<file path="src/hdl/usb_loop_macros.svh">
`ifndef USB_LOOP_MACROS_SVH
`define USB_LOOP_MACROS_SVH

// Loop-back FIFO RAM is 2**11 entries, plus the output stage
`define BULK_FIFO_ABITS 11

// Status FIFO only ever holds a few records
`define STATUS_FIFO_ABITS 4

// Endpoint flag thresholds, in stored bytes
`define IN_READY_MIN 4
`define OUT_READY_MAX 1024

// SOF rising edges per status record
`define REPORT_FRAMES 4

// Clock cycles per serial bit, short for simulation
`define UART_CLKS_PER_BIT 8

`endif

</file>
<file path="src/hdl/usb_loop_pkg.sv">
package usb_loop_pkg;

  // One bulk byte with its end-of-packet marker
  typedef struct packed {
    logic       last;
    logic [7:0] data;
  } bulk_beat_t;

  // One byte of the serial status record
  typedef logic [7:0] status_byte_t;

  // Fill count, covers 2048 RAM entries plus the output stage
  typedef logic [11:0] fifo_level_t;

  // Lands in bits 3..1 of the header byte
  typedef struct packed {
    logic configured;
    logic timeout;
    logic crc_err;
  } status_flags_t;

  // Header byte with the flag bits still clear
  localparam status_byte_t STATUS_HEADER = 8'hA0;

endpackage

</file>
<file path="src/hdl/bulk_endpoint_ctrl.sv">
`timescale 1ns/1ps
`include "usb_loop_macros.svh"
module bulk_endpoint_ctrl (
  input  logic                      clock,
  input  logic                      usb_reset,

  input  logic                      configured_i,
  input  logic                      blk_cycle_i,
  input  usb_loop_pkg::fifo_level_t level_i,

  // OUT stream from the USB core into the FIFO
  input  logic                      out_valid_i,
  output logic                      out_ready_o,
  output logic                      fifo_push_valid_o,
  input  logic                      fifo_push_ready_i,

  // IN stream from the FIFO back to the USB core
  input  logic                      fifo_pop_valid_i,
  output logic                      fifo_pop_ready_o,
  output logic                      in_valid_o,
  input  logic                      in_ready_i,

  // Endpoint status flags to the USB core
  output logic                      blk_in_ready_o,
  output logic                      blk_out_ready_o
);

  import usb_loop_pkg::*;

  localparam fifo_level_t IN_MIN  = fifo_level_t'(`IN_READY_MIN);
  localparam fifo_level_t OUT_MAX = fifo_level_t'(`OUT_READY_MAX);

  logic in_avail;
  logic out_space;

  // Enough buffered data to start an IN transfer
  assign in_avail  = configured_i && (level_i > IN_MIN);
  // Room left for a full OUT packet
  assign out_space = configured_i && (level_i < OUT_MAX);

  always_ff @(posedge clock) begin
    if (usb_reset) begin
      blk_in_ready_o  <= 1'b0;
      blk_out_ready_o <= 1'b0;
    end else begin
      blk_in_ready_o  <= in_avail;
      blk_out_ready_o <= out_space;
    end
  end

  // Core only moves bulk data during its block cycle
  assign fifo_push_valid_o = out_valid_i && blk_cycle_i;
  assign out_ready_o       = fifo_push_ready_i && blk_cycle_i;

  // IN side stalls in the FIFO output stage outside the block cycle
  assign in_valid_o       = fifo_pop_valid_i && blk_cycle_i;
  assign fifo_pop_ready_o = in_ready_i && blk_cycle_i;

endmodule

</file>
<file path="config.mk">
export PLATFORM = sky130hd
export DESIGN_NAME = bulk_endpoint_ctrl
export DESIGN_NICKNAME = d
export VERILOG_FILES = /design/src/hdl/usb_loop_pkg.sv /design/src/hdl/bulk_endpoint_ctrl.sv
export VERILOG_INCLUDE_DIRS = /design/src /design/src/hdl
export SDC_FILE = /design/constraint.sdc
export NUM_CORES = 1
export LEC_CHECK = 0
export BUFFER_PORTS_ARGS = -buffer_cell sky130_fd_sc_hd__buf_4
export CAP_MARGIN = 10
export CORE_AREA = 2 2 39 41
export CTS_BUF_LIST = sky130_fd_sc_hd__clkbuf_8
export DETAILED_ROUTE_END_ITERATION = 10
export DIE_AREA = 0 0 41 43
export SLEW_MARGIN = 10
export SYNTH_ARGS = -nofsm -noshare
export SYNTH_HDL_FRONTEND = slang
export SYNTH_SLANG_ARGS = --single-unit
</file>
<file path="constraint.sdc">
create_clock -name clock -period 1.8 [get_ports clock]
set_input_delay 0.36 -clock clock [delete_from_list [all_inputs] [get_ports clock]]
set_output_delay 0.36 -clock clock [all_outputs]
set_load 0.02 [all_outputs]
</file>
==> flow_metrics.env <==
export IMPL_status="finished clean"
export IMPL_cts_tree="yes"
export IMPL_core_mm2=0.001384
export IMPL_row_count=14
export IMPL_yosysWarnings=0
export IMPL_die_area_mm2=0.001763
export IMPL_dr_total_vias=214
export IMPL_vdd_drop_max_uv=162.6
export IMPL_synth_seq_area_share=0.3516
export IMPL_cp_slowest_stage_delay_ns=0.54
export IMPL_synth_top_cell_area_share=0.3516
export IMPL_timing_setup_tns_ns=0
export IMPL_grt_max_degree=5
export IMPL_ant_nets=0
export IMPL_ys_flop_type="dfxtp_1"
export IMPL_ios=26
export IMPL_drt_initial_drc_count=0
export IMPL_drt_wl_total_um=509
export IMPL_ys_types=9
export IMPL_grt_ovfl_total=0
export IMPL_viasPerCell=3.754
export IMPL_final_nets=63
export IMPL_die_x_um=41
export IMPL_fin_crit_sh=0.6274
export IMPL_max_slew_margin=0.8515
export IMPL_hold_slack_ns=0.3181
export IMPL_cts_resized=0
export IMPL_synth_common_cells="and2_1, dfxtp_1"
export IMPL_ys_top_cells_by_area="dfxtp_1, and2_1, nor3_2, a311oi_1, nor4b_1"
export IMPL_chipHeight_um=43
export IMPL_clock_fmax_mhz=885.5
export IMPL_rsz0062_at_grt="no"
export IMPL_cts_root_buf="clkbuf_8"
export IMPL_hold_buffers=0
export IMPL_post_cts_buffers=0
export IMPL_yosysMostFrequentCell="and2_1"
export IMPL_clock_sinks=2
export IMPL_setup_viol=0
export IMPL_max_cap_violations=0
export IMPL_area_growth_pct=218.7
export IMPL_netlist_instances=13
export IMPL_port_buffers=25
export IMPL_clk_pin_slew_worst_paths_ns=0.03
export IMPL_dp_hpwl_um=450
export IMPL_syn_num_nets=33
export IMPL_cp_start_kind="input pin"
export IMPL_crit_fanout=1
export IMPL_grt_antenna_before_repair=0
export IMPL_cts_made_buffers=3
export IMPL_wl_per_cell_um=8.930
export IMPL_h_tree_depth=1
export IMPL_syn_cell_area_um2=113.9
export IMPL_drc=0
export IMPL_crit_chain="buf_4 > or4_1 > nor3_2 > a311oi_1"
export IMPL_drive_gt1_frac=0.7073
export IMPL_worst_pin_slew_ns=0.2197
export IMPL_start_util=0.08228
export IMPL_hold_viol_final=0
export IMPL_firstDrtPassIters=1
export IMPL_syn_area_per_cell_um2=8.758
export IMPL_worstPathArrival_ns=1.21
export IMPL_diodes=0
export IMPL_grtUsageTotal=0.06400
export IMPL_cp_required_ns=1.88
export IMPL_place_gp_congestion=0.6420
export IMPL_worstSetupPathType="input pin to register"
export IMPL_leakage_nw=0.1832
export IMPL_clockBufferDepth=2
export IMPL_report_final_slew_viol_count=0
export IMPL_synth_ff_latch_count=2
export IMPL_grt_pass1_vias=188
export IMPL_grt_first_pass_wirelength_um=634
export IMPL_worst_path_buf_inv=1
export IMPL_ys_async_sr_fraction=0
export IMPL_powerDensity_mw_per_mm2=771.5
export IMPL_end_kind="register"
export IMPL_hold_path_class="input pin to register"
export IMPL_cp_top_family="simple AND/OR/NAND/NOR gates"
export IMPL_synth_top_area_cell="dfxtp_1"
export IMPL_crit_path_top_delay_cell="or4_1"
export IMPL_fin_crit_ns=1.129
export IMPL_synth_edf_count=0
[report_power, final]
group | switching [mW] | total, mW | internal [mW] | leakage (nW)
logic | 0.0198 | 0.0578 | 0.0379 | 0.145
registers | 0.000410 | 0.0470 | 0.0466 | 0.0165
clock network | 0.0340 | 0.175 | 0.141 | 0.0216
total | 0.0542 | 0.280 | 0.226 | 0.183
[layout by cell type (no fill, tap or decap)]
cell type and count:
o21ai_0 1, and2_1 4, buf_4 25, or4_1 1
inv_1 1, clkbuf_8 3, nor3_1 1, nor4b_1 1
a311oi_1 1, dfxtp_1 2, nor3_2 1
[path summary, 6_finish.rpt]
| check | start | end | cells after the start |
|---|---|---|---|
| hold / removal | level_i[10] | blk_out_ready_o | 2 |
| setup / recovery | level_i[5] | blk_in_ready_o | 4 |
[logic make-up after synthesis]
| group | share of synthesized area |
|---|---|
| flip-flops | 0.3517 |
| AO/OA/AOI/OAI | 0.1209 |
| buffers and inverters | 0.03294 |
| AND/OR/NAND/NOR | 0.4945 |
[through the flow]
step / instances / setup slack [ns] / utilization / power, mW / instance area, µm²
6_report: 57 / 0.6707 / 0.2622 / 0.2799 / 362.8
5_1_grt: 57 / 0.6447 / 0.2622 / 0.2920 / 362.8
4_1_cts: 57 / 0.6616 / 0.2622 / 0.2854 / 362.8
3_5_place_dp: 54 / 0.4408 / 0.2324 / 0.1061 / 321.6
3_3_place_gp: 54 / 0.4676 / 0.2324 / 0.1055 / 321.6
2_1_floorplan: 13 / 0.5944 / - / 0.06296 / 113.9
[state kept, by name (all words and copies together) (netlist names)]
signal / cells
blk_in_ready_o: 1
blk_out_ready_o: 1
[metal layers]
layer | track usage | share of wire | vias to the layer above
li1 | - | - | 104
met1 | 0.04762 | 0.30 | 82
met2 | 0.07500 | 0.35 | 24
met3 | 0.03665 | 0.28 | 4
met4 | 0.1200 | 0.067 | 0
met5 | 0 | 0 | -
[final cells by class]
cell class / instances / area (µm²)
Clock buffer: 3 / 41.29
Fill cell: 154 / 1021
Inverter: 1 / 3.754
Multi-Input combinational cell: 10 / 70.07
Sequential cell: 2 / 40.04
Tap cell: 16 / 20.02
Timing Repair Buffer: 25 / 187.7
(Power assumes the default switching activity.)
