<file path="src/hdl/usb_loop_macros.svh">
`ifndef USB_LOOP_MACROS_SVH
`define USB_LOOP_MACROS_SVH

// Loop-back FIFO RAM is 2**11 entries, plus the output stage
`define BULK_FIFO_ABITS 11

// Status FIFO only ever holds a few records
`define STATUS_FIFO_ABITS 4

// Endpoint flag thresholds, in stored bytes
`define IN_READY_MIN 4
`define OUT_READY_MAX 1024

// SOF rising edges per status record
`define REPORT_FRAMES 4

// Clock cycles per serial bit, short for simulation
`define UART_CLKS_PER_BIT 8

`endif

</file>
<file path="src/hdl/usb_loop_pkg.sv">
package usb_loop_pkg;

  // One bulk byte with its end-of-packet marker
  typedef struct packed {
    logic       last;
    logic [7:0] data;
  } bulk_beat_t;

  // One byte of the serial status record
  typedef logic [7:0] status_byte_t;

  // Fill count, covers 2048 RAM entries plus the output stage
  typedef logic [11:0] fifo_level_t;

  // Lands in bits 3..1 of the header byte
  typedef struct packed {
    logic configured;
    logic timeout;
    logic crc_err;
  } status_flags_t;

  // Header byte with the flag bits still clear
  localparam status_byte_t STATUS_HEADER = 8'hA0;

endpackage

</file>
<file path="src/hdl/uart_tx.sv">
`timescale 1ns/1ps
`include "usb_loop_macros.svh"
module uart_tx (
  input  logic                       clock,
  input  logic                       usb_reset,

  input  logic                       valid_i,
  output logic                       ready_o,
  input  usb_loop_pkg::status_byte_t data_i,

  output logic                       txd_o
);

  localparam int CLKS = `UART_CLKS_PER_BIT;
  localparam int CW   = $clog2(CLKS + 1);

  // Stop, data LSB first, start; shifted out from bit 0
  logic [9:0]    shift_q;
  logic [CW-1:0] clk_cnt;
  logic [3:0]    bit_idx;
  logic          busy_q;

  logic take;
  logic bit_end;

  assign ready_o = !busy_q;
  assign take    = valid_i && ready_o;
  assign bit_end = (clk_cnt == CW'(CLKS - 1));

  always_ff @(posedge clock) begin
    if (usb_reset) begin
      shift_q <= '1;
      clk_cnt <= '0;
      bit_idx <= '0;
      busy_q  <= 1'b0;
    end else if (!busy_q) begin
      if (take) begin
        shift_q <= {1'b1, data_i, 1'b0};
        clk_cnt <= '0;
        bit_idx <= '0;
        busy_q  <= 1'b1;
      end
    end else if (bit_end) begin
      clk_cnt <= '0;
      // Ones shift in, so the line rests high once done
      shift_q <= {1'b1, shift_q[9:1]};
      if (bit_idx == 4'd9) begin
        busy_q <= 1'b0;
      end else begin
        bit_idx <= bit_idx + 4'd1;
      end
    end else begin
      clk_cnt <= clk_cnt + 1'b1;
    end
  end

  assign txd_o = shift_q[0];

endmodule

</file>
<file path="config.mk">
export PLATFORM = sky130hd
export DESIGN_NAME = uart_tx
export DESIGN_NICKNAME = d
export VERILOG_FILES = /design/src/hdl/usb_loop_pkg.sv /design/src/hdl/uart_tx.sv
export VERILOG_INCLUDE_DIRS = /design/src /design/src/hdl
export SDC_FILE = /design/constraint.sdc
export NUM_CORES = 1
export LEC_CHECK = 0
export ABC_CLOCK_PERIOD_IN_PS = 1800
export BUFFER_PORTS_ARGS = -buffer_cell sky130_fd_sc_hd__buf_2
export CAP_MARGIN = 20
export CORE_ASPECT_RATIO = 0.9
export CORE_MARGIN = 2
export CORE_UTILIZATION = 30
export DETAILED_ROUTE_END_ITERATION = 8
export GPL_ROUTABILITY_DRIVEN = 1
export PLACE_DENSITY = 0.52
export SLEW_MARGIN = 10
export SYNTH_ARGS = -nofsm -noshare
export SYNTH_HDL_FRONTEND = slang
export SYNTH_SLANG_ARGS = --single-unit
export TNS_END_PERCENT = 30
</file>
<file path="constraint.sdc">
create_clock -name clock -period 1.8 [get_ports clock]
set_clock_uncertainty 0.15 [all_clocks]
set_input_delay 0.36 -clock clock [delete_from_list [all_inputs] [get_ports clock]]
set_output_delay 0.36 -clock clock [all_outputs]
set_load 0.01 [all_outputs]
</file>
==> key figures <==
Status
  – Status: completed

Hold path
  – Worst min-delay path class: primary input to register
  – Hold path startpoint: data_i[7]

Clocking
  – # clock sinks: 18
  – Maximum buffer depth of the clock tree: 2
  – Clk slew on worst S/H paths: 100 ps
  – Root buffer cell: clkbuf_4
  – Setup repair bufs after CTS: 0
  – Depth of the CTS H-tree: 1
  – CTS tree: built
  – Worst skew pair latency: 290 ps
  – CTS buffer count: 3

Finish
  – Ant. Diodes: 0
  – Fill cell count: 311
  – Final Util: 38.4%
  – Nets: 134
  – Area delta synth->final: 19.1%
  – Layout cells sized above 1: 23.5%
  – Non-Filler Instances: 159

Power
  – Pleak: 0.403 nW
  – Switching Fraction: 24.7%
  – Cell-internal power: 0.586 mW
  – Power share of the clock group: 32.2%
  – Register share of total power: 55.1%
  – Comb pwr share: 12.7%
  – Peak VDD IR: 0.505 mV
  – PwrDens: 726 nW/um2
  – Switch Pwr: 0.192 mW

Drt
  – Drt pass-1 iters: 4
  – Residual DRC: 0
  – Routed Antenna Nets: 0
  – Detailed Route Iter0 Violations: 42
  – Vias: 838
  – Vias per inst: 5.27
  – DRT Wirelength: 2.10 mm
  – Avg WL per Cell: 13.2 um

Place
  – Port Buffers: 12
  – # placed instances: 155
  – Routability Congestion: 0.759
  – Detailed placement HPWL: 1.50 mm

Floorplanning
  – Die ar.: 3450 um2
  – Die height: 56.0 um
  – Site Rows: 18
  – Starting Density: 32.2%
  – DIE WIDTH: 61.7 um
  – Ports: 13
  – Core ar.: 2790 um2

Logic synthesis
  – Net Count, Synth: 118
  – Post-synthesis cell count: 104
  – Number of synthesized flops with an enable pin: 0
  – Synth Warn #: 0
  – Avg Cell Area, Syn: 8.65 um2
  – #FFs+latches synth: 18
  – Mapped cell area: 900 um2
  – Async set or reset register ratio after synthesis: 0%
  – Post-synthesis cell type count: 33
  – Sequential share of the synthesized area: 40.1%
  – Ys flop type: dfxtp_1

STA
  – Final Max Tran Viols: 0
  – Tcrit/Tclk final: 94.1%
  – Unrepaired setup endpoints after global routing: false
  – Worst slew pin tran: 314 ps
  – Setup TNS Final: 0 ps
  – Hold slack final: 201 ps
  – Tmin final: 1690 ps
  – Max Fclk: 0.590 GHz
  – Hold Fails Final Rpt: 0
  – Endpoints failing setup: 0
  – Max_slew headroom: 79.1%

Worst setup path
  – Reg2Reg Launch Point: clk_cnt[0]
  – CP delay by family, top: flip-flops
  – Crit. Startpoint: busy_q
  – Crit path buffers/inverters: 3
  – CP required: 1290 ps
  – Setup crit end kind: primary output
  – Slowest cell delay on critical path: 460 ps
  – Critical Path Start Type: register
  – Slowest cell on the critical path: dfxtp_2
  – Worst path cell trace: inv_2, buf_4, buf_2
  – CP arrival: 1180 ps
  – Kind of critical path: register to primary output
  – Max Fanout on Critical Path: 12

GRT
  – GR Util All Layers: 13.3%
  – Largest net degree at the start of global routing: 13
  – Number of global-route vias before repair: 772
  – Total gr overflow: 0
  – First-pass GRT wire length: 3.50 mm
  – Initial antenna violation count: 0

Job
  – Maxcap violations: 0
==> cell type report <==
type / instances / area, um2 / area share (%)
Multi-Input combinational cell: 71 / 480 / 44.9
Timing Repair Buffer: 20 / 120 / 11.2
Clock buffer: 4 / 36.3 / 3.39
Tap cell: 40 / 50.0 / 4.67
Inverter: 6 / 22.5 / 2.10
Sequential cell: 18 / 362 / 33.8
==> synth_stat cells, types with 2 or more instances <==
cell type / instances / share of area [%]
clkbuf_1: 4 / 1.7
nand3_1: 4 / 2.2
a21oi_1: 5 / 2.8
buf_2: 4 / 2.2
or4_1: 3 / 2.5
ha_1: 3 / 4.2
dfxtp_1: 18 / 40
and2_1: 7 / 4.9
a211oi_1: 2 / 1.7
nor3_1: 8 / 4.5
inv_1: 5 / 2.1
o211ai_1: 2 / 1.7
a221oi_1: 7 / 6.8
o21ai_0: 8 / 4.5
a31oi_1: 2 / 1.4
nor2_1: 4 / 1.7
nand2_1: 2 / 0.83
==> cells in the final DEF, fill, tap and decap left out, drive strengths merged, types with 2 or more instances in the layout <==
cell and count:
a211oi 2, a21oi 5, a221oi 7, a31oi 2
and2 7, buf 20, clkbuf 4, dfxtp 18
ha 3, inv 6, nand2 2, nand3 4
nor2 4, nor3 8, o211ai 2, o21ai 8
or4 3
==> sequential cells by signal (all words and copies together) (netlist names) <==
signal   flops
shift_q      9
bit_idx      4
clk_cnt      4
busy_q       1
==> worst register-to-register path: cells and delay by family, from the launching register on <==
family | cells | cell delay [ps]
and+or+nand+nor | 2 | 670
adders and majority gates | 1 | 260
DFF | 1 | 390
AOI/OAI and AO/OA | 1 | 160
==> power by group through the flow <==
stage / clock (mW) / sequential (mW) / combinational [mW]
after floorplan: 0 / 0.432 / 0.0663
after global placement: 0 / 0.437 / 0.0968
after detailed placement: 0 / 0.438 / 0.0978
after CTS: 0.263 / 0.429 / 0.0986
after global routing: 0.278 / 0.432 / 0.110
final: 0.250 / 0.429 / 0.0987
==> timing repair <==
action | in CTS | in global routing
resized for setup | 1 | 1
hold endpoints to repair | 0 | 0
hold buffers | 0 | 0
endpoints found under the setup margin | 1 | 8
==> stage by stage <==
stage | area (um2) | setup slack, ps | power (mW)
6_report | 1070 | 106 | 0.778
5_1_grt | 1070 | 17.0 | 0.820
4_1_cts | 1070 | 69.1 | 0.791
3_5_place_dp | 1030 | 94.1 | 0.535
3_3_place_gp | 1030 | 140 | 0.534
2_1_floorplan | 900 | 223 | 0.499
==> cell families after synthesis <==
logic type	share of synthesized area, %
buffers and inverters	6.81
AO/OA/AOI/OAI	25.7
flip-flops	40.1
adder cells (fa/ha/maj)	4.17
AND/OR/NAND/NOR	23.2
==> per-layer routing <==
layer,part of all wire [%],vias up,global-route usage (%)
met4,1.6,0,6.38
met5,0,-,0
li1,-,423,-
met3,3.1,4,3.72
met1,51,392,18.8
met2,44,19,18.0
==> worst paths after layout <==
path	endpoint	slack, ps	depth (start not counted)
worst max register to register	bit_idx[3]	110	4
worst min register to register	shift_q[0]	350	1
worst max-delay path	ready_o	110	3
worst min-delay path	shift_q[8]	200	3
Note: power is estimated with default switching activity, not from simulation.
