## src/hdl/usb_loop_macros.svh

```systemverilog
`ifndef USB_LOOP_MACROS_SVH
`define USB_LOOP_MACROS_SVH

// Loop-back FIFO RAM is 2**11 entries, plus the output stage
`define BULK_FIFO_ABITS 11

// Status FIFO only ever holds a few records
`define STATUS_FIFO_ABITS 4

// Endpoint flag thresholds, in stored bytes
`define IN_READY_MIN 4
`define OUT_READY_MAX 1024

// SOF rising edges per status record
`define REPORT_FRAMES 4

// Clock cycles per serial bit, short for simulation
`define UART_CLKS_PER_BIT 8

`endif

```

## src/hdl/usb_loop_pkg.sv

```systemverilog
package usb_loop_pkg;

  // One bulk byte with its end-of-packet marker
  typedef struct packed {
    logic       last;
    logic [7:0] data;
  } bulk_beat_t;

  // One byte of the serial status record
  typedef logic [7:0] status_byte_t;

  // Fill count, covers 2048 RAM entries plus the output stage
  typedef logic [11:0] fifo_level_t;

  // Lands in bits 3..1 of the header byte
  typedef struct packed {
    logic configured;
    logic timeout;
    logic crc_err;
  } status_flags_t;

  // Header byte with the flag bits still clear
  localparam status_byte_t STATUS_HEADER = 8'hA0;

endpackage

```

## src/hdl/sync_fifo.sv

```systemverilog
`timescale 1ns/1ps
module sync_fifo #(
  parameter type payload_t = logic [7:0],
  parameter int  ABITS     = 4
) (
  input  logic                      clock,
  input  logic                      usb_reset,

  input  logic                      valid_i,
  output logic                      ready_o,
  input  payload_t                  data_i,

  output logic                      valid_o,
  input  logic                      ready_i,
  output payload_t                  data_o,

  output usb_loop_pkg::fifo_level_t level_o
);

  import usb_loop_pkg::*;

  localparam int DEPTH = 1 << ABITS;

  payload_t mem [DEPTH];

  logic [ABITS-1:0] wr_ptr;
  logic [ABITS-1:0] rd_ptr;
  logic [ABITS:0]   ram_count;
  logic [ABITS:0]   ram_count_next;

  logic push;
  logic pop;
  logic load;
  logic ram_empty;
  logic bypass;
  logic ram_wr;
  logic ram_rd;

  assign push      = valid_i && ready_o;
  assign pop       = valid_o && ready_i;
  // Output stage can take a new entry this cycle
  assign load      = !valid_o || pop;
  assign ram_empty = (ram_count == '0);
  // Empty RAM, so the incoming beat goes straight to the output stage
  assign bypass    = push && load && ram_empty;
  assign ram_wr    = push && !bypass;
  assign ram_rd    = load && !ram_empty;

  always_comb begin
    ram_count_next = ram_count;
    if (ram_wr) begin
      ram_count_next = ram_count_next + 1'b1;
    end
    if (ram_rd) begin
      ram_count_next = ram_count_next - 1'b1;
    end
  end

  always_ff @(posedge clock) begin
    if (usb_reset) begin
      wr_ptr    <= '0;
      rd_ptr    <= '0;
      ram_count <= '0;
      ready_o   <= 1'b0;
      valid_o   <= 1'b0;
    end else begin
      ram_count <= ram_count_next;
      // MSB set means exactly DEPTH entries stored
      ready_o   <= !ram_count_next[ABITS];
      if (ram_wr) begin
        wr_ptr <= wr_ptr + 1'b1;
      end
      if (ram_rd) begin
        rd_ptr <= rd_ptr + 1'b1;
      end
      if (load) begin
        valid_o <= !ram_empty || push;
      end
    end
  end

  // Storage and output data
  always_ff @(posedge clock) begin
    if (ram_wr) begin
      mem[wr_ptr] <= data_i;
    end
    if (load) begin
      if (!ram_empty) begin
        data_o <= mem[rd_ptr];
      end else if (push) begin
        data_o <= data_i;
      end
    end
  end

  // Output stage counts as one stored entry
  assign level_o = fifo_level_t'(ram_count) + fifo_level_t'(valid_o);

endmodule

```

## config.mk

```make
export PLATFORM = sky130hd
export DESIGN_NAME = sync_fifo
export DESIGN_NICKNAME = d
export VERILOG_FILES = /design/src/hdl/usb_loop_macros.svh /design/src/hdl/usb_loop_pkg.sv /design/src/hdl/sync_fifo.sv
export SDC_FILE = /design/constraint.sdc
export NUM_CORES = 1
export LEC_CHECK = 0
export BUFFER_PORTS_ARGS = -buffer_cell sky130_fd_sc_hd__buf_4
export CELL_PAD_IN_SITES_DETAIL_PLACEMENT = 0
export CELL_PAD_IN_SITES_GLOBAL_PLACEMENT = 2
export CORE_MARGIN = 5
export CORE_UTILIZATION = 46
export CTS_CLUSTER_SIZE = 28
export DETAILED_ROUTE_END_ITERATION = 6
export PLACE_DENSITY_LB_ADDON = 0.1
export SLEW_MARGIN = 25
export SYNTH_ARGS = -nofsm -noshare
export SYNTH_HDL_FRONTEND = slang
export SYNTH_SLANG_ARGS = --single-unit
```

## constraint.sdc

```tcl
create_clock -name clock -period 3.1 [get_ports clock]
set_clock_uncertainty 0.05 [all_clocks]
set_input_delay 0.62 -clock clock [delete_from_list [all_inputs] [get_ports clock]]
set_output_delay 0.62 -clock clock [all_outputs]
set_load 0.01 [all_outputs]
```

==> metrics <==
Syn Inst Count=384; Clock Latency Late Sink=between 0.4 and 0.5 ns; Reg power frac=0.421; Num CTS Buffers=17; DR pass1 iterations=4; worst-margin pin slew=approximately 0.74 ns; met1 Use GR=0.239; die width=129 um; Final Max Slew Viols=0; unrepaired setup endpoints after global routing=false; min-delay src=usb_reset; chip height=about 130 um; register bit count reported by yosys=~160; cell taking the most area after synthesis=edfxtp_1; vias in the first global route=3526; met2 usage in global routing=0.271; footprint of the multi-input gates=between 0.0015 and 0.002 mm^2; Routed Wire Length=between 10 and 15 mm; Hold Path Class=input pin to flip-flop; Gate power share=0.255; routed vias/inst=roughly 5.6; first-pass GRT wire length=about 21 mm; GRT Util Overall=0.176; Bufs on Longest Clock Path=2; antenna violations before repair=0; RR Endpoint=ready_o; Finish-stage setup viols=0; core region area=0.0139 mm^2; R2R Setup Slk=slightly below 0.4 ns; fin nets=~440; Synth area leaders=edfxtp_1 (63%), dfxtp_1 (5.9%), mux4_2 (4.9%); HPWL Detailed=8.82 mm; Setup TNS=0 ns; maximum VDD drop=about 0.0005 V; EDFF count, synth=about 140; GRT Max-Usage Layer=met2; count of different cell masters after synthesis=46; Min-Delay Endpoint=wr_ptr[3]; crit start category=flip-flop; Hold Fails Final Rpt=0; Sw Pwr=approximately 0.0018 W; Hold Path Cell Cnt=2; Routability Congestion=slightly above 0.8; top-count cell post-synth=edfxtp_1; Core Util, Final=0.537; reg2reg start=ram_count[0]; Finished Layout Cells=a little over 600; critical path type=flip-flop to flip-flop; Clock power frac=0.324; share of cells above drive strength 1=0.220; CTS tree=yes; Critical Path End Type=flip-flop; fin crit share=0.872; FF+latch area=0.00447 mm^2; Final ANT Viol Nets=0; static leakage=2.49 nW; CP arrival=a little under 3 ns; Critical Path Fanout Max=7; Most used DFF post-synth=edfxtp_1; DR iter-0 viols=about 260; clk slew on worst S/H paths=0.06 ns; most common library cells after synthesis=edfxtp_1 (136), mux2i_1 (24), dfxtp_1 (19), a22oi_1 (16), nand2_1 (16); slew margin rel.=0.508; vias post-DR=3411; Seq/Total Area, Yosys=0.687; Placed Instances=581; CTS sink cnt=between 150 and 200; clock tree root buffer cell=clkbuf_16; status=finished, final reports clean; Antenna Cells=0; Starting Density=0.468; Post-CTS Setup Bufs=0; GR Layer Usage met3=0.0515; # IOs=34; # rows=43; Async SR Flop Fraction=0; DIE AREA=0.0166 mm^2; yosys warns=0; Worst Path Required=~3.4 ns; fill count=between 1000 and 1500; largest net degree at the start of global routing=19; post-synth top area share=0.628; area growth from synthesis to layout=14.7%; post-CTS sizing=0; Routed WL per cell=22.1 um; fin crit period=roughly 2.7 ns; FMAX=about 370 MHz; reg2reg path depth=9; switching share of total power=0.289; DRC Markers=0; Max H-tree Level=4; internal power=around 0.0045 W; Power per Cell Area=approximately 840 mW/mm^2; hold_ws=roughly 0.45 ns; max cap viols=0; Mean Syn Cell Area=~17 um^2; PortBufs=27; global route overflow=0; mapped cell area=0.00650 mm^2; hold buffers post-CTS=0
[per-stage QoR]
step	total power (W)	instance area [um^2]	setup slack, ns
finish	0.00626	7460	0.396
global route	0.00659	7460	0.182
detailed placement	0.00430	6870	0.387
CTS	0.00634	7460	0.385
global placement	0.00429	6870	0.466
floorplan	0.00372	6520	0.441
[flip-flops by register name (all words and copies together), names as in the netlist, named ones only]
register / flops
mem: 128
data_o: 8
ram_count: 5
rd_ptr: 4
wr_ptr: 4
ready_o: 1
valid_o: 1
[worst max path at each step]
stage	slack, ns	start	cells past startpoint	to
2_1_floorplan	0.44	ready_i	9	ready_o
3_3_place_gp	0.47	ready_i	6	mem[1][4]
3_5_place_dp	0.39	ram_count[0]	9	ram_count[4]
4_1_cts	0.39	ram_count[0]	9	ready_o
5_1_grt	0.18	ram_count[0]	9	ram_count[4]
6_report	0.40	ram_count[0]	9	ready_o
[power by group through the flow]
stage / sequential, W / combinational, W / clock, W
after floorplan: 0.00265 / 0.00107 / 0
after global placement: 0.00268 / 0.00161 / 0
after detailed placement: 0.00268 / 0.00162 / 0
after CTS: 0.00264 / 0.00163 / 0.00208
after global routing: 0.00266 / 0.00175 / 0.00218
final: 0.00263 / 0.00160 / 0.00203
[area by class of cell]
type,count,area share
Sequential cell,155,0.599
Multi-Input combinational cell,203,0.252
Clock buffer,18,0.0576
Timing Repair Buffer,39,0.0393
Tap cell,180,0.0302
Clock inverter,13,0.0205
Inverter,4,0.00201
[worst max-delay path, cell delays in order (launching register included)]
cell and delay, ns:
dfxtp_1 0.46, inv_1 0.08, ha_1 0.21, nor4b_4 0.13, a21oi_1 0.33, mux2i_1 0.31
ha_1 0.27, nand3_1 0.10, or4b_4 0.51, mux2i_1 0.14
[per-layer routing]
metal	part of all wire	vias up	routed length, um
li1	-	1581	-
met1	0.43	1727	5800
met2	0.50	84	6700
met3	0.057	19	772
met4	0.017	0	225
met5	0	-	0
[cells in the final DEF (no fill, tap or decap), drive strengths merged, types with 2 or more instances in the layout]
cell type,synthesis,layout
and2,15,15
mux2,9,9
and3b,2,2
ha,10,10
buf,19,39
nand2,16,16
mux4,22,22
bufinv,0,3
conb,1,6
nor2b,3,3
nand4b,2,2
xnor2,7,7
a22oi,18,18
a31oi,2,2
or3,3,3
mux2i,24,24
nor2,14,14
xor2,4,4
nor3,4,4
inv,4,4
clkinv,0,7
a21oi,5,5
and4,4,4
nand3,11,11
clkbuf,8,18
a21o,2,2
or4b,2,2
o211ai,7,7
edfxtp,136,136
dfxtp,19,19
clkinvlp,0,3
[kinds of logic after synthesis]
| logic type | after synthesis | synth area share |
|---|---|---|
| flip-flops | 155 | 0.687 |
| AND/OR/NAND/NOR | 80 | 0.0705 |
| multiplexers | 55 | 0.133 |
| AO/OA/AOI/OAI | 41 | 0.0472 |
| buffers and inverters | 31 | 0.0273 |
| XOR/XNOR | 11 | 0.0148 |
| adder cells (fa/ha/maj) | 10 | 0.0193 |
| other | 1 | 0.000577 |
Power figures use the tool's default switching activity.
