### src/hdl/usb_loop_macros.svh
`ifndef USB_LOOP_MACROS_SVH
`define USB_LOOP_MACROS_SVH

// Loop-back FIFO RAM is 2**11 entries, plus the output stage
`define BULK_FIFO_ABITS 11

// Status FIFO only ever holds a few records
`define STATUS_FIFO_ABITS 4

// Endpoint flag thresholds, in stored bytes
`define IN_READY_MIN 4
`define OUT_READY_MAX 1024

// SOF rising edges per status record
`define REPORT_FRAMES 4

// Clock cycles per serial bit, short for simulation
`define UART_CLKS_PER_BIT 8

`endif

### src/hdl/usb_loop_pkg.sv
package usb_loop_pkg;

  // One bulk byte with its end-of-packet marker
  typedef struct packed {
    logic       last;
    logic [7:0] data;
  } bulk_beat_t;

  // One byte of the serial status record
  typedef logic [7:0] status_byte_t;

  // Fill count, covers 2048 RAM entries plus the output stage
  typedef logic [11:0] fifo_level_t;

  // Lands in bits 3..1 of the header byte
  typedef struct packed {
    logic configured;
    logic timeout;
    logic crc_err;
  } status_flags_t;

  // Header byte with the flag bits still clear
  localparam status_byte_t STATUS_HEADER = 8'hA0;

endpackage

### src/hdl/status_reporter.sv
`timescale 1ns/1ps
`include "usb_loop_macros.svh"
module status_reporter (
  input  logic                       clock,
  input  logic                       usb_reset,

  input  logic                       configured_i,
  input  logic                       sof_i,
  input  logic                       crc_err_i,
  input  logic                       timeout_i,

  output logic                       rec_valid_o,
  input  logic                       rec_ready_i,
  output usb_loop_pkg::status_byte_t rec_data_o,

  output logic [1:0]                 err_leds_o
);

  import usb_loop_pkg::*;

  typedef enum logic {
    REC_HEAD,
    REC_COUNT
  } rec_state_t;

  rec_state_t    state_q;
  logic          sof_q;
  logic [7:0]    frame_cnt;
  logic [7:0]    frame_next;
  logic          crc_err_q;
  logic          timeout_q;
  status_byte_t  count_snap_q;
  status_flags_t flags;
  status_byte_t  header;

  logic sof_rise;
  logic report_due;
  logic rec_start;
  logic rec_xfer;

  assign sof_rise   = sof_i && !sof_q;
  assign frame_next = frame_cnt + 8'd1;
  assign report_due = sof_rise && ((frame_next % `REPORT_FRAMES) == 0);
  // A record still queueing swallows this report
  assign rec_start  = report_due && !rec_valid_o;
  assign rec_xfer   = rec_valid_o && rec_ready_i;

  assign flags  = '{configured: configured_i, timeout: timeout_q, crc_err: crc_err_q};
  assign header = STATUS_HEADER | {4'b0000, flags, 1'b0};

  always_ff @(posedge clock) begin
    if (usb_reset) begin
      sof_q       <= 1'b0;
      frame_cnt   <= '0;
      crc_err_q   <= 1'b0;
      timeout_q   <= 1'b0;
      rec_valid_o <= 1'b0;
      state_q     <= REC_HEAD;
    end else begin
      sof_q <= sof_i;
      if (sof_rise) begin
        frame_cnt <= frame_next;
      end
      // Sticky until reset
      if (crc_err_i) begin
        crc_err_q <= 1'b1;
      end
      if (timeout_i) begin
        timeout_q <= 1'b1;
      end

      if (rec_start) begin
        rec_valid_o <= 1'b1;
      end else if (rec_xfer) begin
        if (state_q == REC_HEAD) begin
          state_q <= REC_COUNT;
        end else begin
          state_q     <= REC_HEAD;
          rec_valid_o <= 1'b0;
        end
      end
    end
  end

  // Count byte is frozen at the report edge
  always_ff @(posedge clock) begin
    if (rec_start) begin
      rec_data_o   <= header;
      count_snap_q <= frame_next;
    end else if (rec_xfer && state_q == REC_HEAD) begin
      rec_data_o <= count_snap_q;
    end
  end

  assign err_leds_o = {crc_err_q, timeout_q};

endmodule

### config.mk
export PLATFORM = sky130hd
export DESIGN_NAME = status_reporter
export DESIGN_NICKNAME = d
export VERILOG_FILES = /design/src/hdl/usb_loop_pkg.sv /design/src/hdl/status_reporter.sv
export VERILOG_INCLUDE_DIRS = /design/src /design/src/hdl
export SDC_FILE = /design/constraint.sdc
export NUM_CORES = 1
export LEC_CHECK = 0
export BUFFER_PORTS_ARGS = -buffer_cell sky130_fd_sc_hd__buf_2
export CAP_MARGIN = 20
export CORE_MARGIN = 2
export CORE_UTILIZATION = 48
export CTS_CLUSTER_SIZE = 20
export DETAILED_ROUTE_END_ITERATION = 12
export PLACE_DENSITY = 0.8
export SYNTH_ARGS = -nofsm -noshare
export SYNTH_HDL_FRONTEND = slang
export SYNTH_SLANG_ARGS = --single-unit
### constraint.sdc
create_clock -name clock -period 1.85 [get_ports clock]
set_clock_uncertainty 0.05 [all_clocks]
set_input_delay 0.0925 -clock clock [delete_from_list [all_inputs] [get_ports clock]]
set_output_delay 0.0925 -clock clock [all_outputs]
set_load 0.005 [all_outputs]
==> flow_summary_export.csv <==
group,metric,value,unit
critical_path,arrival,1.70,ns
run,cap_violations,0,
worst_hold_path,whs_path_depth,2,
power,p_sw,282,µW
yosys,ys_seq_elements,29,
yosys,synth_area_per_cell,10.6,µm²
global_route,grt_max_degree,14,
floorplanning,floorplan.rows,17,
clocking,cts_max_level,2,
timing,fin_crit_sh,93.1,%
yosys,netlist.top_cell.by_area,"dfxtp_1",
global_route,grt_usage,18.2,%
finish,drive_gt1_share,24.1,%
route,drt_wl_total,2080,µm
placed_design,portBuffers,17,
floorplanning,pin_count,18,
run_status,status,"finished, final reports clean",
route,wl_per_cell,12.9,µm
timing,hold_violations,0,
timing,finalSetupViolCount,0,
yosys,synth_top_area_share,31.1,%
timing,holdWs,0.0418,ns
timing,slew_headroom,73.0,%
finish,fill_cells,201,
global_route,grt_pass1_vias,821,
yosys,netlist_instances,109,
placed_design,gp_congestion,0.780,
yosys,synth_edf_count,11,
yosys,synth_nets,117,
timing,rsz0062_at_grt,"false",
power,switching_share,22.5,%
critical_path,start_kind,"register",
critical_path,critPathRequiredTime,1.83,ns
power,ir_drop,626,µV
yosys,seq_area_frac_synth,59.6,%
yosys,synth_area_leaders,"dfxtp_1 31%, edfxtp_1 29%, nand2_1 5.2%, a21oi_1 4.3%, xor2_1 3.8%",
power,p_clk_share,34.1,%
power,intPower,974,µW
timing,worst_pin_slew,0.405,ns
yosys,synthesis.area,0.00116,mm²
clocking,insertion_delay,0.32,ns
yosys,async_flop_share,0,%
route,first_pass_iters,4,
finish,antenna_cells,0,
clocking,clk_pin_slew,0.09,ns
yosys,yosysMostFrequentCell,"dfxtp_1",
floorplanning,core_area,0.00225,mm²
power,total_power,1.26,mW
clocking,cts_tree,"yes",
route,first_iter_violations,19,
power,power_frac_seq,57.1,%
power,comb_power_share,8.8,%
floorplanning,fp.dieW,53.1,µm
yosys,ys.warnings.count,0,
yosys,synthTopCellsByCount,"18 x dfxtp_1, 16 x nand2_1, 11 x edfxtp_1, 11 x nor2_1, 10 x a21oi_1",
global_route,antenna_found_initial,0,
floorplanning,die_area,0.00282,mm²
timing,setup_tns,0,ns
route,drcViolationCount,0,
finish,design_area,0.00136,mm²
floorplanning,die_y,53.1,µm
critical_path,cp_max_fo,9,
timing,slew_viol_final,0,
timing,max_freq,581,MHz
worst_hold_path,hp-class,"input port to register",
yosys,synthFlopType,"dfxtp_1",
critical_path,reg2regPathDepth,5,
critical_path,path_class,"register to register",
route,antenna_left,0,
timing,min_period,1.72,ns
finish,areaGrowthSynthToFinish,17.6,%
clocking,cts_sinks,29,
route,num_vias,861,
yosys,synth.distinct_cells,28,
placed_design,placed_area,0.00126,mm²
floorplanning,start_util,51.4,%
clocking,cts_setup_buffers,0,
critical_path,cp-end-kind,"register",
global_route,grt_pass1_wl,3530,µm
clocking,root_buffer,"clkbuf_4",
global_route,overflow,0,
placed_design,post-dp-hpwl,1460,µm
power,leakagePower,0.546,nW
finish,layout.nets,140,
clocking,cts_buffers,5,
route,vias_per_cell,5.35,
power,p_per_area,922,mW/mm²
clocking,clock_path_buffers,2,
==> routing by layer <==
metal | track usage [%] | vias up | routed length [µm]
met5 | 0 | - | 0
met1 | 18.5 | 404 | 872
li1 | - | 426 | -
met4 | 6.41 | 0 | 30
met2 | 32.5 | 27 | 1050
met3 | 8.47 | 4 | 123
==> layout make-up <==
class / instances / area (µm²) / share of cell area [%]
clock buffer: 7 / 65.1 / 4.78
clock inverter: 1 / 5.00 / 0.367
inverter: 2 / 7.51 / 0.551
multi-input combinational: 72 / 428 / 31.4
sequential: 29 / 692 / 50.8
tap: 28 / 35.0 / 2.57
timing repair buffer: 22 / 130 / 9.55
==> cells by family (layout without fill, tap and decap cells) <==
kind of cell             count (synthesis)  in the layout  synth area share (%)
AND/OR/NAND/NOR                         44             44                  19.3
flip-flops                              29             29                  59.6
AO/OA/AOI/OAI                           18             18                  9.40
XOR/XNOR                                 8              8                  6.05
buffers and inverters                    8             32                  3.67
adder cells (fa/ha/maj)                  1              1                  1.08
multiplexers                             1              1                 0.864
==> critical path: stages, from the launching register on <==
cell      delay, ns
dfxtp_2        0.37
ha_2           0.22
nand3b_1       0.12
or2_2          0.33
clkinv_1       0.14
buf_4          0.20
==> placed cells by master (no fill, tap or decap), types with 2 or more instances in the layout <==
cell type,Yosys,layout
nand3b_1,2,2
nand3_1,4,4
o31ai_1,3,3
nor2_1,11,11
a22o_1,3,3
nand2_1,16,16
clkbuf_4,0,5
xnor2_1,3,3
a21oi_1,10,10
edfxtp_1,11,11
xor2_1,5,5
o21ai_0,2,2
or4_1,3,3
buf_4,3,2
dlygate4sd3_1,0,3
clkbuf_8,0,2
buf_2,1,17
dfxtp_1,18,17
==> sequential cells by signal, indices dropped and copies added, names as in the netlist <==
register and count:
rec_data_o 8, state_q 1, frame_cnt 8, count_snap_q 8, timeout_q 1, rec_valid_o 1
sof_q 1, crc_err_q 1
==> per-stage QoR <==
stage          instances  setup WS [ns]  util [%]
5_1_grt              161         0.0659      60.4
2_1_floorplan        109          0.131         -
6_report             161          0.128      60.4
4_1_cts              161         0.0359      60.3
3_5_place_dp         150         0.0619      55.8
3_3_place_gp         150          0.126      55.8
==> power by group through the flow <==
stage | registers [mW] | clock network (mW) | logic, mW
3_3_place_gp | 0.730 | 0 | 0.103
5_1_grt | 0.723 | 0.461 | 0.124
4_1_cts | 0.718 | 0.442 | 0.110
3_5_place_dp | 0.733 | 0 | 0.104
2_1_floorplan | 0.734 | 0 | 0.0528
6_report | 0.718 | 0.428 | 0.110
==> timing repair <==
item | 4_1_cts | 5_1_grt
resized for setup | 0 | 2
hold buffers | 3 | 0
endpoints found under the setup margin | 0 | 8
endpoints found under the hold margin | 3 | 0
==> worst paths after layout <==
check / from / endpoint / slack [ns]
max reg2reg: frame_cnt[1]$_SDFFE_PP0P_ / count_snap_q[5]$_DFFE_PP_ / 0.13
max: frame_cnt[1]$_SDFFE_PP0P_ / count_snap_q[5]$_DFFE_PP_ / 0.13
min: configured_i / rec_data_o[3]$_DFFE_PP_ / 0.04
min reg2reg: rec_data_o[6]$_SDFFE_PP0N_ / rec_data_o[6]$_SDFFE_PP0N_ / 0.42
(Power assumes the default switching activity.)
